$ cat config.mk
export PLATFORM = sky130hd
export DESIGN_NAME = ahb_slave_ctrl_flat
export DESIGN_NICKNAME = d
export VERILOG_FILES = /design/src/ahb_mem_pkg.sv /design/src/mem_port_if.sv /design/src/ahb_slave_ctrl.sv /design/src/flat_wrapper.sv
export SDC_FILE = /design/constraint.sdc
export NUM_CORES = 1
export LEC_CHECK = 0
export ABC_AREA = 1
export BUFFER_PORTS_ARGS = -buffer_cell sky130_fd_sc_hd__buf_2
export CAP_MARGIN = 20
export CORE_AREA = 2 2 123 125
export CTS_CLUSTER_SIZE = 20
export DETAILED_ROUTE_END_ITERATION = 7
export DIE_AREA = 0 0 125 127
export GPL_TIMING_DRIVEN = 0
export RECOVER_POWER = 25
export SETUP_SLACK_MARGIN = 0.3
export SLEW_MARGIN = 20
export SYNTH_ARGS = -nofsm -noshare
export SYNTH_HDL_FRONTEND = slang
export SYNTH_SLANG_ARGS = --single-unit
$ cat constraint.sdc
create_clock -name HCLK -period 1.8 [get_ports HCLK]
set_clock_uncertainty 0.2 [all_clocks]
set_input_delay 0.27 -clock HCLK [delete_from_list [all_inputs] [get_ports HCLK]]
set_output_delay 0.27 -clock HCLK [all_outputs]
set_load 0.02 [all_outputs]
$ cat src/ahb_mem_pkg.sv
// AHB memory shared definitions
package ahb_mem_pkg;

  // Bus widths of the 64-bit AHB-Lite port
  localparam int ADDR_W = 32;
  localparam int DATA_W = 64;
  localparam int STRB_W = DATA_W / 8;

  // HTRANS encodings
  typedef enum logic [1:0] {
    HTRANS_IDLE   = 2'b00,
    HTRANS_BUSY   = 2'b01,
    HTRANS_NONSEQ = 2'b10,
    HTRANS_SEQ    = 2'b11
  } htrans_e;

  // HSIZE encodings
  // Anything above a doubleword is handled as a doubleword by the slave
  typedef enum logic [2:0] {
    HSIZE_BYTE  = 3'b000,
    HSIZE_HALF  = 3'b001,
    HSIZE_WORD  = 3'b010,
    HSIZE_DWORD = 3'b011
  } hsize_e;

  // AHB-Lite uses a one-bit HRESP
  localparam logic RESP_OKAY  = 1'b0;
  localparam logic RESP_ERROR = 1'b1;

endpackage

$ cat src/mem_port_if.sv
// Memory port interface
`timescale 1ns/1ps

interface mem_port_if
  import ahb_mem_pkg::*;
#(
  parameter int MEM_WORDS = 256
) ();

  // Word index width follows the memory depth
  localparam int ADDR_BITS = (MEM_WORDS > 1) ? $clog2(MEM_WORDS) : 1;

  logic                 we;
  logic [ADDR_BITS-1:0] addr;
  logic [STRB_W-1:0]    be;
  logic [DATA_W-1:0]    wdata;
  logic [DATA_W-1:0]    rdata;

  // Bus controller side
  modport ctrl (
    output we,
    output addr,
    output be,
    output wdata,
    input  rdata
  );

  // Memory array side
  modport mem (
    input  we,
    input  addr,
    input  be,
    input  wdata,
    output rdata
  );

endinterface

$ cat src/ahb_slave_ctrl.sv
// AHB-Lite slave controller
`timescale 1ns/1ps

module ahb_slave_ctrl
  import ahb_mem_pkg::*;
#(
  parameter int MEM_WORDS  = 256,
  parameter int INSTR_WAIT = 1,
  parameter int DATA_WAIT  = 2
) (
  input  logic              HCLK,
  input  logic              HRESETn,
  input  logic              HSEL,
  input  logic [ADDR_W-1:0] HADDR,
  input  htrans_e           HTRANS,
  input  logic              HWRITE,
  input  hsize_e            HSIZE,
  input  logic [3:0]        HPROT,
  input  logic [DATA_W-1:0] HWDATA,
  input  logic              HREADY,
  output logic              HREADYOUT,
  output logic              HRESP,
  output logic [DATA_W-1:0] HRDATA,
  mem_port_if.ctrl          mem
);

  // Word index width follows the same rule as the memory port
  localparam int WORD_AW  = (MEM_WORDS > 1) ? $clog2(MEM_WORDS) : 1;
  localparam int MAX_WAIT = (INSTR_WAIT > DATA_WAIT) ? INSTR_WAIT : DATA_WAIT;
  localparam int WAIT_W   = (MAX_WAIT > 0) ? $clog2(MAX_WAIT + 1) : 1;
  localparam int HWORD_W  = ADDR_W - 3;

  // The ERROR response always takes two cycles
  typedef enum logic {
    ERR_FIRST  = 1'b0,
    ERR_SECOND = 1'b1
  } err_phase_e;

  logic                accept;
  logic                out_of_range;
  logic [HWORD_W-1:0]  haddr_word;
  logic [STRB_W-1:0]   strb;
  logic [WAIT_W-1:0]   sel_wait;

  logic                dp_active;
  logic                write_q;
  logic                err_q;
  logic [WAIT_W-1:0]   wait_cnt;
  err_phase_e          err_phase;
  logic [WORD_AW-1:0]  addr_q;
  logic [STRB_W-1:0]   strb_q;

  logic                err_active;
  logic                ready_out;
  logic                read_last;

  // Address phase decode

  // Only NONSEQ and SEQ carry a transfer
  assign accept = HSEL && HREADY &&
                  ((HTRANS == HTRANS_NONSEQ) || (HTRANS == HTRANS_SEQ));

  assign haddr_word   = HADDR[ADDR_W-1:3];
  assign out_of_range = (haddr_word >= HWORD_W'(MEM_WORDS));

  // Narrow sizes are aligned down to their natural group of lanes
  always_comb begin
    case (HSIZE)
      HSIZE_BYTE: strb = STRB_W'(8'h01) << HADDR[2:0];
      HSIZE_HALF: strb = STRB_W'(8'h03) << {HADDR[2:1], 1'b0};
      HSIZE_WORD: strb = STRB_W'(8'h0f) << {HADDR[2], 2'b00};
      default:    strb = {STRB_W{1'b1}};
    endcase
  end

  // HPROT[0] low marks an instruction fetch
  assign sel_wait = HPROT[0] ? WAIT_W'(DATA_WAIT) : WAIT_W'(INSTR_WAIT);

  // Data phase control state
  always_ff @(posedge HCLK or negedge HRESETn) begin
    if (!HRESETn) begin
      dp_active <= 1'b0;
      write_q   <= 1'b0;
      err_q     <= 1'b0;
      wait_cnt  <= '0;
      err_phase <= ERR_FIRST;
    end else if (accept) begin
      dp_active <= 1'b1;
      write_q   <= HWRITE;
      err_q     <= out_of_range;
      // An errored transfer skips the wait states entirely
      wait_cnt  <= out_of_range ? '0 : sel_wait;
      err_phase <= ERR_FIRST;
    end else begin
      if (ready_out) begin
        dp_active <= 1'b0;
      end
      if (wait_cnt != '0) begin
        wait_cnt <= wait_cnt - 1'b1;
      end
      if (err_active && (err_phase == ERR_FIRST)) begin
        err_phase <= ERR_SECOND;
      end
    end
  end

  // Address and lanes of the accepted transfer
  always_ff @(posedge HCLK) begin
    if (accept) begin
      addr_q <= haddr_word[WORD_AW-1:0];
      strb_q <= strb;
    end
  end

  // Response generation

  assign err_active = dp_active && err_q;

  // Low in the first ERROR cycle, otherwise low while wait states remain
  always_comb begin
    if (err_active) begin
      ready_out = (err_phase == ERR_SECOND);
    end else begin
      ready_out = (wait_cnt == '0);
    end
  end

  assign HREADYOUT = ready_out;
  assign HRESP     = err_active ? RESP_ERROR : RESP_OKAY;

  // Read data is only presented in the cycle that completes a good read
  assign read_last = dp_active && !write_q && !err_q && ready_out;
  assign HRDATA    = read_last ? mem.rdata : '0;

  // Memory port
  // The write lands at the edge that closes the data phase
  assign mem.we    = dp_active && write_q && !err_q && ready_out;
  assign mem.addr  = addr_q;
  assign mem.be    = strb_q;
  assign mem.wdata = HWDATA;

  // Checks

  // Once ERROR is raised it has to stay for the second response cycle
  assert property (@(posedge HCLK) disable iff (!HRESETn)
    $rose(HRESP) |=> (HRESP == RESP_ERROR))
    else $error("HRESP ERROR lasted only one cycle");

  // An out-of-range transfer must never reach the memory in either response cycle
  assert property (@(posedge HCLK) disable iff (!HRESETn)
    ($past(accept && out_of_range) || $past(accept && out_of_range, 2)) |-> !mem.we)
    else $error("memory write during an errored transfer");

  // Wait states only run inside an in-range data phase
  assert property (@(posedge HCLK) disable iff (!HRESETn)
    (wait_cnt != '0) |-> (dp_active && !err_q))
    else $error("wait counter running outside an in-range data phase");

endmodule

$ cat src/flat_wrapper.sv
// flat-port wrapper written by rule: the top's interface ports become plain ports
module ahb_slave_ctrl_flat import ahb_mem_pkg::*;
#(
  parameter int MEM_WORDS  = 256,
  parameter int INSTR_WAIT = 1,
  parameter int DATA_WAIT  = 2
)
  (HCLK, HRESETn, HSEL, HADDR, HTRANS, HWRITE, HSIZE, HPROT, HWDATA, HREADY, HREADYOUT, HRESP, HRDATA, mem_we, mem_addr, mem_be, mem_wdata, mem_rdata);
  mem_port_if #(.MEM_WORDS(MEM_WORDS)) mem_i ();
  input  logic HCLK;
  input  logic HRESETn;
  input  logic HSEL;
  input  logic [ADDR_W-1:0] HADDR;
  input  htrans_e HTRANS;
  input  logic HWRITE;
  input  hsize_e HSIZE;
  input  logic [3:0] HPROT;
  input  logic [DATA_W-1:0] HWDATA;
  input  logic HREADY;
  output logic HREADYOUT;
  output logic HRESP;
  output logic [DATA_W-1:0] HRDATA;
  output wire logic [$bits(mem_i.we)-1:0] mem_we;
  output wire logic [$bits(mem_i.addr)-1:0] mem_addr;
  output wire logic [$bits(mem_i.be)-1:0] mem_be;
  output wire logic [$bits(mem_i.wdata)-1:0] mem_wdata;
  input wire logic [$bits(mem_i.rdata)-1:0] mem_rdata;
  assign mem_we = mem_i.we;
  assign mem_addr = mem_i.addr;
  assign mem_be = mem_i.be;
  assign mem_wdata = mem_i.wdata;
  assign mem_i.rdata = mem_rdata;
  ahb_slave_ctrl #(.MEM_WORDS(MEM_WORDS), .INSTR_WAIT(INSTR_WAIT), .DATA_WAIT(DATA_WAIT)) u_core (.HCLK(HCLK), .HRESETn(HRESETn), .HSEL(HSEL), .HADDR(HADDR), .HTRANS(HTRANS), .HWRITE(HWRITE), .HSIZE(HSIZE), .HPROT(HPROT), .HWDATA(HWDATA), .HREADY(HREADY), .HREADYOUT(HREADYOUT), .HRESP(HRESP), .HRDATA(HRDATA), .mem(mem_i));
endmodule
==> results of run 1 <==
stage by stage:
step	power, mW	hold WS [ps]	utilization	std cells
4_1_cts	2.96	33.9	0.342	776
3_5_place_dp	1.94	-93.6	0.282	746
3_3_place_gp	1.93	-96.7	0.282	746
5_1_grt	3.15	76.0	0.346	777
6_report	2.99	34.3	0.346	777
2_1_floorplan	1.55	-226	-	311
cell families after synthesis:
| kind of cell | count (synthesis) | share of synthesized area |
|---|---|---|
| fa+ha+maj | 1 | 0.00595 |
| simple gates | 130 | 0.275 |
| buf+inv | 151 | 0.402 |
| compound gates | 7 | 0.0178 |
| flops | 22 | 0.300 |
power breakdown:
part,leakage [nW],internal [mW],switching [mW]
registers,0.225,0.622,0.0518
logic,2.32,0.786,0.898
clock network,0.0511,0.442,0.185
total,2.59,1.85,1.14
registers in the layout, indices dropped and copies added, names as in the netlist:
register / flops
u_core.wait_cnt: 2
u_core.mem.addr: 8
u_core.write_q: 1
u_core.dp_active: 1
u_core.mem.be: 8
u_core.err_q: 1
u_core.err_phase: 1
layout by cell type (no fill, tap or decap), drive strengths merged, types with 2 or more instances in the layout:
cell | Yosys | routed
clkbuf | 1 | 30
inv | 80 | 79
nor2 | 79 | 79
nand4 | 9 | 10
nand3 | 12 | 12
o21ai | 6 | 6
dlygate4sd3 | 0 | 9
clkinvlp | 0 | 2
edfxtp | 16 | 16
dfrtp | 6 | 6
buf | 70 | 311
nand2 | 25 | 25
or2 | 3 | 3
worst max-delay path, cell delays in order, from the launching register on:
cell     delay (ps)
dfrtp_1         390
inv_2            80
ha_4            170
nand4_4         110
buf_12          180
buf_12          140
nor2_4          110
buf_6           130
final cells by class:
cell class                      instances  area, µm²
Sequential cell                        22        632
Timing Repair inverter                  1       7.51
Multi-Input combinational cell        139       1160
Clock buffer                            3       75.1
Tap cell                              184        230
Fill cell                            1477       9440
Timing Repair Buffer                  276       1940
Buffer                                 71        604
Clock inverter                          1       30.0
Inverter                               80        307
path summary, 6_finish.rpt:
path | end | cells past startpoint
worst max-delay path | HRDATA[54] | 7
worst min-delay path | u_core.write_q$_DFFE_PN0P_ | 3
worst max register to register | u_core.wait_cnt[0]$_DFFE_PN0P_ | 8
worst min register to register | u_core.err_phase$_DFFE_PN0P_ | 2
max in group asynchronous | u_core.dp_active$_DFFE_PN0P_ | 2
min in group asynchronous | u_core.write_q$_DFFE_PN0P_ | 2
per-layer routing:
metal  GRT usage  vias to the layer above
li1            -                     1410
met1       0.112                     1201
met2       0.202                      158
met3      0.0289                        6
met4     0.00719                        2
met5           0                        -
what timing repair did:
item,CTS,global route
resized for setup,147,21
hold buffers,9,0
gates cloned,5,0
buffers inserted,12,1
setup endpoints to repair,86,68
pin swaps,4,1
hold endpoints to repair,14,0
==> flow_summary.yaml, run 1 <==
detailed_routing:
  drc_errors: 0
  viasPerCell: 3.57
  route.met3.wl_um: 783
  drtAntennaViolNets: 0
  wl_met1_um: 3240
  dr_wl_met2_um: 5100
  top_layer: "met5"
  dr.pass1.iters: 4
  routed_wl_um: 9190
  vias: 2777
  wl_per_cell_um: 11.8
  drt_iter0_drc: 58
synth:
  syn_inst: 311
  synth_top_cell_area_share: 0.236
  synth_edf_count: 16
  synth_most_common_cell: "inv_1"
  yosysTopAreaCell: "buf_4"
  synth_top_cells_by_count: "inv_1, nor2_1, buf_4, nand2_1, edfxtp_1"
  postSynthRegisterBits: 22
  syn-cell-area_um2: 2100
  ys.flop_type: "edfxtp_1"
  postSynthAreaPerCell_um2: 6.76
  ys_types: 21
  ys_top_cells_by_area: "buf_4, edfxtp_1, inv_1"
  ys_seq_area_frac: 0.300
  async_flop_share: 0.273
  syn_nets: 486
  yosysWarnings: 0
clock_tree:
  cts_sinks: 22
  cts_buffers: 3
  clk_latency_ps: 250
  cts_max_level: 1
  root_buffer: "clkbuf_16"
  clkTransAtPathRegs_ps: 60
  cts_tree: "done"
  cts.path.max_buffers: 2
setup_path:
  worstSetupStartpointType: "register"
  worst-path-max-fanout: 6
  arrival_ps: 1570
  setup.worst_path.start: "u_core.wait_cnt[0]$_DFFE_PN0P_"
  regToRegStartpoint: "u_core.wait_cnt[0]$_DFFE_PN0P_"
  critical_path_class: "reg -> out"
  cp-end-kind: "output pin"
  r2r_setup_slack_ps: 420
  crit_required_ps: 1330
global_routing:
  grt_pass1_vias: 2638
  grt_pass1_wl_um: 13200
  gr-total-overflow: 0
  grt_usage: 0.102
  grt_max_degree: 14
  antenna_found_initial: 1
timing:
  worst_slack_ps: -242
  slew_viol_final: 0
  layout_worst_path_cycle_share: 1.13
  max_slew_margin: 0.671
  finalCriticalPeriod_ps: 2040
  fmax_mhz: 490
  setup_viol: 66
  rsz0062_at_grt: "true"
  fin_setup_tns_ps: -13130
  hold_violations: 0
  tightest_slew_ps: 492
place:
  place_area_um2: 4070
  dpl.hpwl_um: 7060
  dp_worst_setup_slack_ps: -224
  place.port_buffers: 251
  routabilityCongestion: 0.816
floorplanning:
  dieArea_um2: 15900
  fp.dieW_um: 125
  die_y_um: 127
  ios: 321
  start_util: 0.146
  num_rows: 44
  coreArea_um2: 14400
finish:
  diodes: 0
  drive_gt1_frac: 0.669
  fin_area_um2: 4990
  syn_to_final_growth_pct: 137
  nNetsFinal: 769
hold_path:
  hold_class: "in -> reg"
  hp-start: "HWRITE"
power:
  p_leak_nw: 2.59
  pwr_density_cell_nw_per_um2: 599
  max-vdd-ir-drop_v: 0.000329
outcome:
  status: "finished with violations"
  violations: "setup timing"
job:
  maxCapViolations: 0
(Power assumes the default switching activity.)
==> inputs of run 2 (changes only) <==
ABC_AREA = unset   (was 1)
CORE_AREA = 2 2 125 127   (was 2 2 123 125)
DIE_AREA = 0 0 127 129   (was 0 0 125 127)
TNS_END_PERCENT = 1   (was unset)
==> flow_summary.yaml, run 2 <==
setup_path:
  regToRegStartpoint: "u_core.wait_cnt[1]$_DFFE_PN0P_"
  critical_path_class: "reg -> out"
  r2r_end: "u_core.dp_active$_DFFE_PN0P_"
  worst-path-max-fanout: 10
  reg2reg_depth: 5
  r2r_setup_slack_ps: 440
  worstSetupStartpointType: "register"
  arrival_ps: 1670
  cp-end-kind: "output pin"
  crit_required_ps: 1330
power:
  power_mw: 1.94
  max-vdd-ir-drop_v: 0.000407
  p_leak_nw: 2.14
  pwr_density_cell_nw_per_um2: 471
finish:
  final_common_cell: "buf_2"
  diodes: 0
  fillers: 1591
  final_cells: 661
  syn_to_final_growth_pct: 114
  drive_gt1_frac: 0.799
  fin_area_um2: 4120
  seq_area_um2: 632
  multi_input_area_um2: 812
  nNetsFinal: 649
  layout_common_cells: "buf_2, buf_4, buf_6"
place:
  dp_worst_setup_slack_ps: -822
  routabilityCongestion: 0.711
  dp_cells: 643
  place.port_buffers: 252
  dpl.hpwl_um: 6440
  place_area_um2: 3440
global_routing:
  grt_pass1_wl_um: 10600
  gr-total-overflow: 0
  grt_usage: 0.0815
  grt_max_degree: 24
  grt_pass1_vias: 2115
  antenna_found_initial: 1
outcome:
  violations: "setup timing"
  status: "finished with violations"
floorplanning:
  die_y_um: 129
  fp.dieW_um: 127
  coreArea_um2: 15000
  ios: 321
  start_util: 0.128
  dieArea_um2: 16400
  num_rows: 45
hold_path:
  hold_class: "in -> reg"
  hp-start: "HPROT[0]"
  holdPathStages: 2
  hold_end: "u_core.wait_cnt[0]$_DFFE_PN0P_"
timing:
  max_slew_margin: 0.691
  slew_viol_final: 0
  fmax_mhz: 467
  hold_violations: 0
  setup_viol: 65
  worst_slack_ps: -341
  tightest_slew_ps: 459
  layout_worst_path_cycle_share: 1.19
  fin_hold_ws_ps: 31.2
  rsz0062_at_grt: "true"
  finalCriticalPeriod_ps: 2140
clock_tree:
  clk_latency_ps: 250
  cts_tree: "done"
  cts_buffers: 3
  root_buffer: "clkbuf_16"
  clkTransAtPathRegs_ps: 60
  cts_max_level: 1
  cts.path.max_buffers: 2
  cts_sinks: 22
synth:
  synth_top_cells_by_count: "buf_4, and2_2, edfxtp_1, and2_1, o21bai_1"
  ys.flop_type: "edfxtp_1"
  synth_edf_count: 16
  synthAdderAreaFrac: 0.00650
  synth_compound_area_frac: 0.0709
  syn-cell-area_um2: 1920
  synth_top_cell_area_share: 0.250
  ys_seq_area_frac: 0.328
  ys_top_cells_by_area: "buf_4, edfxtp_1, and2_2"
  ys_types: 27
  yosysWarnings: 0
  async_flop_share: 0.273
  yosysTopAreaCell: "buf_4"
  postSynthAreaPerCell_um2: 9.48
  synth_most_common_cell: "buf_4"
  syn_inst: 203
  synth_top_family_by_area: "simple AND/OR/NAND/NOR gates"
  synth_xor_area_frac: 0.00455
  postSynthRegisterBits: 22
  synthMuxAreaShare: 0.0117
  synthSimpleGateAreaFrac: 0.300
  syn_nets: 378
detailed_routing:
  viasPerCell: 3.48
  routed_wl_um: 7920
  drtAntennaViolNets: 0
  drt_iter0_drc: 43
  drc_errors: 0
  dr.pass1.iters: 4
  wl_per_cell_um: 12.0
  vias: 2301
job:
  maxCapViolations: 0
==> run 2: cell types whose count changed in the layout (fill, tap and decap cells not counted), sizes merged, moves of 7 or more <==
cell / before / now
nor2: 79 / 3
inv: 79 / 6
and2: 0 / 64
nand2: 25 / 1
nand3: 12 / 1
buf: 311 / 301
nand4: 10 / 1
o21bai: 0 / 9
a21oi: 0 / 7
==> run 2: cell families (layout without fill, tap and decap cells) <==
logic type	after synthesis	after routing
adders and majority gates	1	1
buffers and inverters	77	347
DFF	22	22
muxes	2	2
xor gates and xnor gates	1	1
AOI/OAI and AO/OA	20	20
and+or+nand+nor	80	80
==> run 2: per-stage QoR <==
stage / util / TNS, ps
2_1_floorplan: - / -3960
3_5_place_dp: 0.230 / -49230
5_1_grt: 0.275 / -24750
3_3_place_gp: 0.229 / -45640
4_1_cts: 0.275 / -21590
6_report: 0.275 / -19940
==> run 2: how the worst max path moves through the flow <==
stage                     slack (ps)                           start         end
after global routing            -410  u_core.wait_cnt[1]$_DFFE_PN0P_  HRDATA[50]
after floorplan                  -70  u_core.wait_cnt[0]$_DFFE_PN0P_  HRDATA[10]
after detailed placement        -820  u_core.wait_cnt[0]$_DFFE_PN0P_  HRDATA[50]
final                           -340  u_core.wait_cnt[1]$_DFFE_PN0P_  HRDATA[50]
after global placement          -670  u_core.wait_cnt[0]$_DFFE_PN0P_  HRDATA[47]
after CTS                       -370  u_core.wait_cnt[1]$_DFFE_PN0P_  HRDATA[50]
==> run 2: area by class of cell <==
| type | count | area share |
|---|---|---|
| Timing Repair Buffer | 266 | 0.428 |
| Multi-Input combinational cell | 104 | 0.197 |
| Sequential cell | 22 | 0.153 |
| Buffer | 71 | 0.140 |
| Tap cell | 188 | 0.0571 |
| Clock buffer | 4 | 0.0191 |
| Inverter | 6 | 0.00546 |
==> run 2: report_power, final <==
| group | total (mW) | internal [mW] | switching [mW] | leakage (nW) |
|---|---|---|---|---|
| clock network | 0.472 | 0.302 | 0.170 | 0.0382 |
| registers | 0.657 | 0.616 | 0.0406 | 0.223 |
| logic | 0.812 | 0.412 | 0.400 | 1.88 |
==> run 2: timing repair <==
action                                 4_1_cts  5_1_grt
pin swaps                                    5       17
setup endpoints to repair                   69       67
hold buffers                                 9        0
setup buffers                                4        1
gates resized for setup                    146       27
endpoints found under the hold margin       14        0
==> run 2: per-layer routing <==
| layer | global-route usage | wire length (µm) |
|---|---|---|
| met5 | 0 | 16 |
| met4 | 0.0155 | 21 |
| met3 | 0.0162 | 642 |
| met2 | 0.154 | 4180 |
| met1 | 0.0962 | 3060 |
==> run 2: critical path, stage by stage, from the launching register on <==
cell,delay (ps)
dfrtp_1,380
inv_2,70
ha_4,130
nor4b_4,230
buf_12,190
buf_8,120
and2_2,170
buf_6,120
==> inputs of run 3 (changes only) <==
clock period = 2.35 ns   (was 1.8 ns; I/O delays follow)
==> flow_summary.yaml, run 3 (synthesized netlist as in run 2, its figures left out) <==
outcome:
  status: "finished clean"
power:
  seqPwrFrac: 0.338
  max-vdd-ir-drop_v: 0.000331
  p_switching_mw: 0.475
  power.internal_mw: 1.01
  p_sw_frac: 0.321
  p_leak_nw: 2.20
  combPwrFrac: 0.414
  pwr_density_cell_nw_per_um2: 350
  pwr-share-clk: 0.249
floorplanning:
  start_util: 0.128
  ios: 321
  num_rows: 45
  fp.dieW_um: 127
  coreArea_um2: 15000
  dieArea_um2: 16400
  die_y_um: 129
setup_path:
  cp_common_cell: "buf_6"
  critical_path_class: "reg -> out"
  cp_cell_sequence: "inv_2 -> ha_4 -> nor4b_4 -> buf_6 -> buf_12 -> clkbuf_16 -> and2_4 -> buf_6"
  worstPathBufferInverterCount: 5
  crit_family: "buffers and inverters"
  critPathMaxStageDelay_ps: 380
  worstSetupEndpoint: "HRDATA[33]"
  cp-end-kind: "output pin"
  crit_slowest_cell: "dfrtp_1"
  worst-path-max-fanout: 5
  setup.worst_path.start: "u_core.wait_cnt[0]$_DFFE_PN0P_"
  r2r_setup_slack_ps: 980
  arrival_ps: 1770
  worstSetupStartpointType: "register"
  regToRegStartpoint: "u_core.wait_cnt[0]$_DFFE_PN0P_"
  r2r_end: "u_core.dp_active$_DFFE_PN0P_"
  cp.depth: 8
  crit_required_ps: 1800
  reg2reg_depth: 5
clock_tree:
  clk_latency_ps: 250
  cts_sinks: 22
  cts_max_level: 1
  root_buffer: "clkbuf_16"
  cts_tree: "done"
  cts_buffers: 3
  cts.path.max_buffers: 2
  clkTransAtPathRegs_ps: 60
global_routing:
  grt_pass1_wl_um: 10800
  antenna_found_initial: 0
  grt_usage: 0.0827
  grt_max_degree: 24
  gr-total-overflow: 0
  grt_pass1_vias: 2129
detailed_routing:
  drtAntennaViolNets: 0
  viasPerCell: 3.50
  wl_per_cell_um: 12.4
  routed_wl_um: 8160
  drt_iter0_drc: 36
  dr.pass1.iters: 4
  vias: 2308
  drc_errors: 0
timing:
  slew_viol_final: 0
  worst_slack_ps: 28.8
  finalCriticalPeriod_ps: 2320
  fin_hold_ws_ps: 70.8
  tightest_slew_ps: 577
  max_slew_margin: 0.615
  setup_viol: 0
  layout_worst_path_cycle_share: 0.988
  fmax_mhz: 431
  fin_setup_tns_ps: 0
  hold_violations: 0
  rsz0062_at_grt: "true"
hold_path:
  hold_class: "in -> reg"
  hp-start: "HADDR[9]"
finish:
  fillers: 1580
  final_util: 0.283
  drive_gt1_frac: 0.826
  final_common_cell: "buf_2"
  fin_area_um2: 4230
  diodes: 0
  syn_to_final_growth_pct: 120
  nNetsFinal: 647
  layout_common_cells: "buf_2, buf_4, buf_6"
job:
  maxCapViolations: 0
place:
  place_area_um2: 3420
  place.port_buffers: 252
  dpl.hpwl_um: 6370
  routabilityCongestion: 0.708
  dp_worst_setup_slack_ps: -175
## run 3: changes by cell type in the layout (fill, tap and decap cells not counted), moves of 4 or more
cell,change
and2_4,+25
buf_4,-5
buf_6,+4
clkbuf_1,-7
and2_2,-26
dlygate4sd3_1,-8
clkbuf_16,+4
buf_2,+8
## run 3: area by class of cell
cell class / count / area (µm²) / area share
Buffer: 71 / 576 / 0.136
Clock buffer: 4 / 78.8 / 0.0186
Inverter: 6 / 22.5 / 0.00532
Multi-Input combinational cell: 104 / 842 / 0.199
Sequential cell: 22 / 631 / 0.149
Tap cell: 188 / 235 / 0.0556
Timing Repair Buffer: 264 / 1850 / 0.437
## run 3: worst min path at each step
stage                                          end  slack [ps]  cells past startpoint
floorplan             u_core.dp_active$_DFFE_PN0P_        -140                      0
global route          u_core.mem.addr[7]$_DFFE_PP_          60                      1
global placement    u_core.wait_cnt[0]$_DFFE_PN0P_         -10                      1
finish                u_core.mem.addr[6]$_DFFE_PP_          70                      1
CTS                   u_core.mem.addr[6]$_DFFE_PP_          60                      1
detailed placement  u_core.wait_cnt[0]$_DFFE_PN0P_          -7                      1
## run 3: routing by layer
layer  share of wire  track usage  vias to the layer above
li1                -            -                     1136
met1            0.33       0.0887                     1017
met2            0.56        0.169                      151
met3            0.11       0.0183                        4
met4          0.0034      0.00970                        0
met5               0            0                        -
## run 3: power groups by stage
stage	combinational (mW)	sequential, mW	clock [mW]
2_1_floorplan	0.338	0.520	0
3_3_place_gp	0.556	0.505	0
3_5_place_dp	0.558	0.506	0
4_1_cts	0.616	0.500	0.386
5_1_grt	0.683	0.510	0.397
6_report	0.613	0.500	0.368
## run 3: worst register-to-register path: stages, from the launching register on
cell	delay, ps
dfrtp_1	350
inv_2	50
ha_4	160
buf_4	150
mux2_2	270
o21bai_1	120
## run 3: what timing repair did
| item | in CTS | in global routing |
|---|---|---|
| setup buffers | 4 | 0 |
| endpoints found under the setup margin | 64 | 64 |
| pin swaps | 1 | 33 |
| cloned | 3 | 4 |
| resized for setup | 115 | 91 |
| endpoints found under the hold margin | 6 | 0 |
| hold buffers | 1 | 0 |
## run 3: metrics by stage
stage / instances / power (mW)
3_5_place_dp: 643 / 1.06
5_1_grt: 659 / 1.59
3_3_place_gp: 643 / 1.06
4_1_cts: 655 / 1.50
2_1_floorplan: 203 / 0.858
6_report: 659 / 1.48
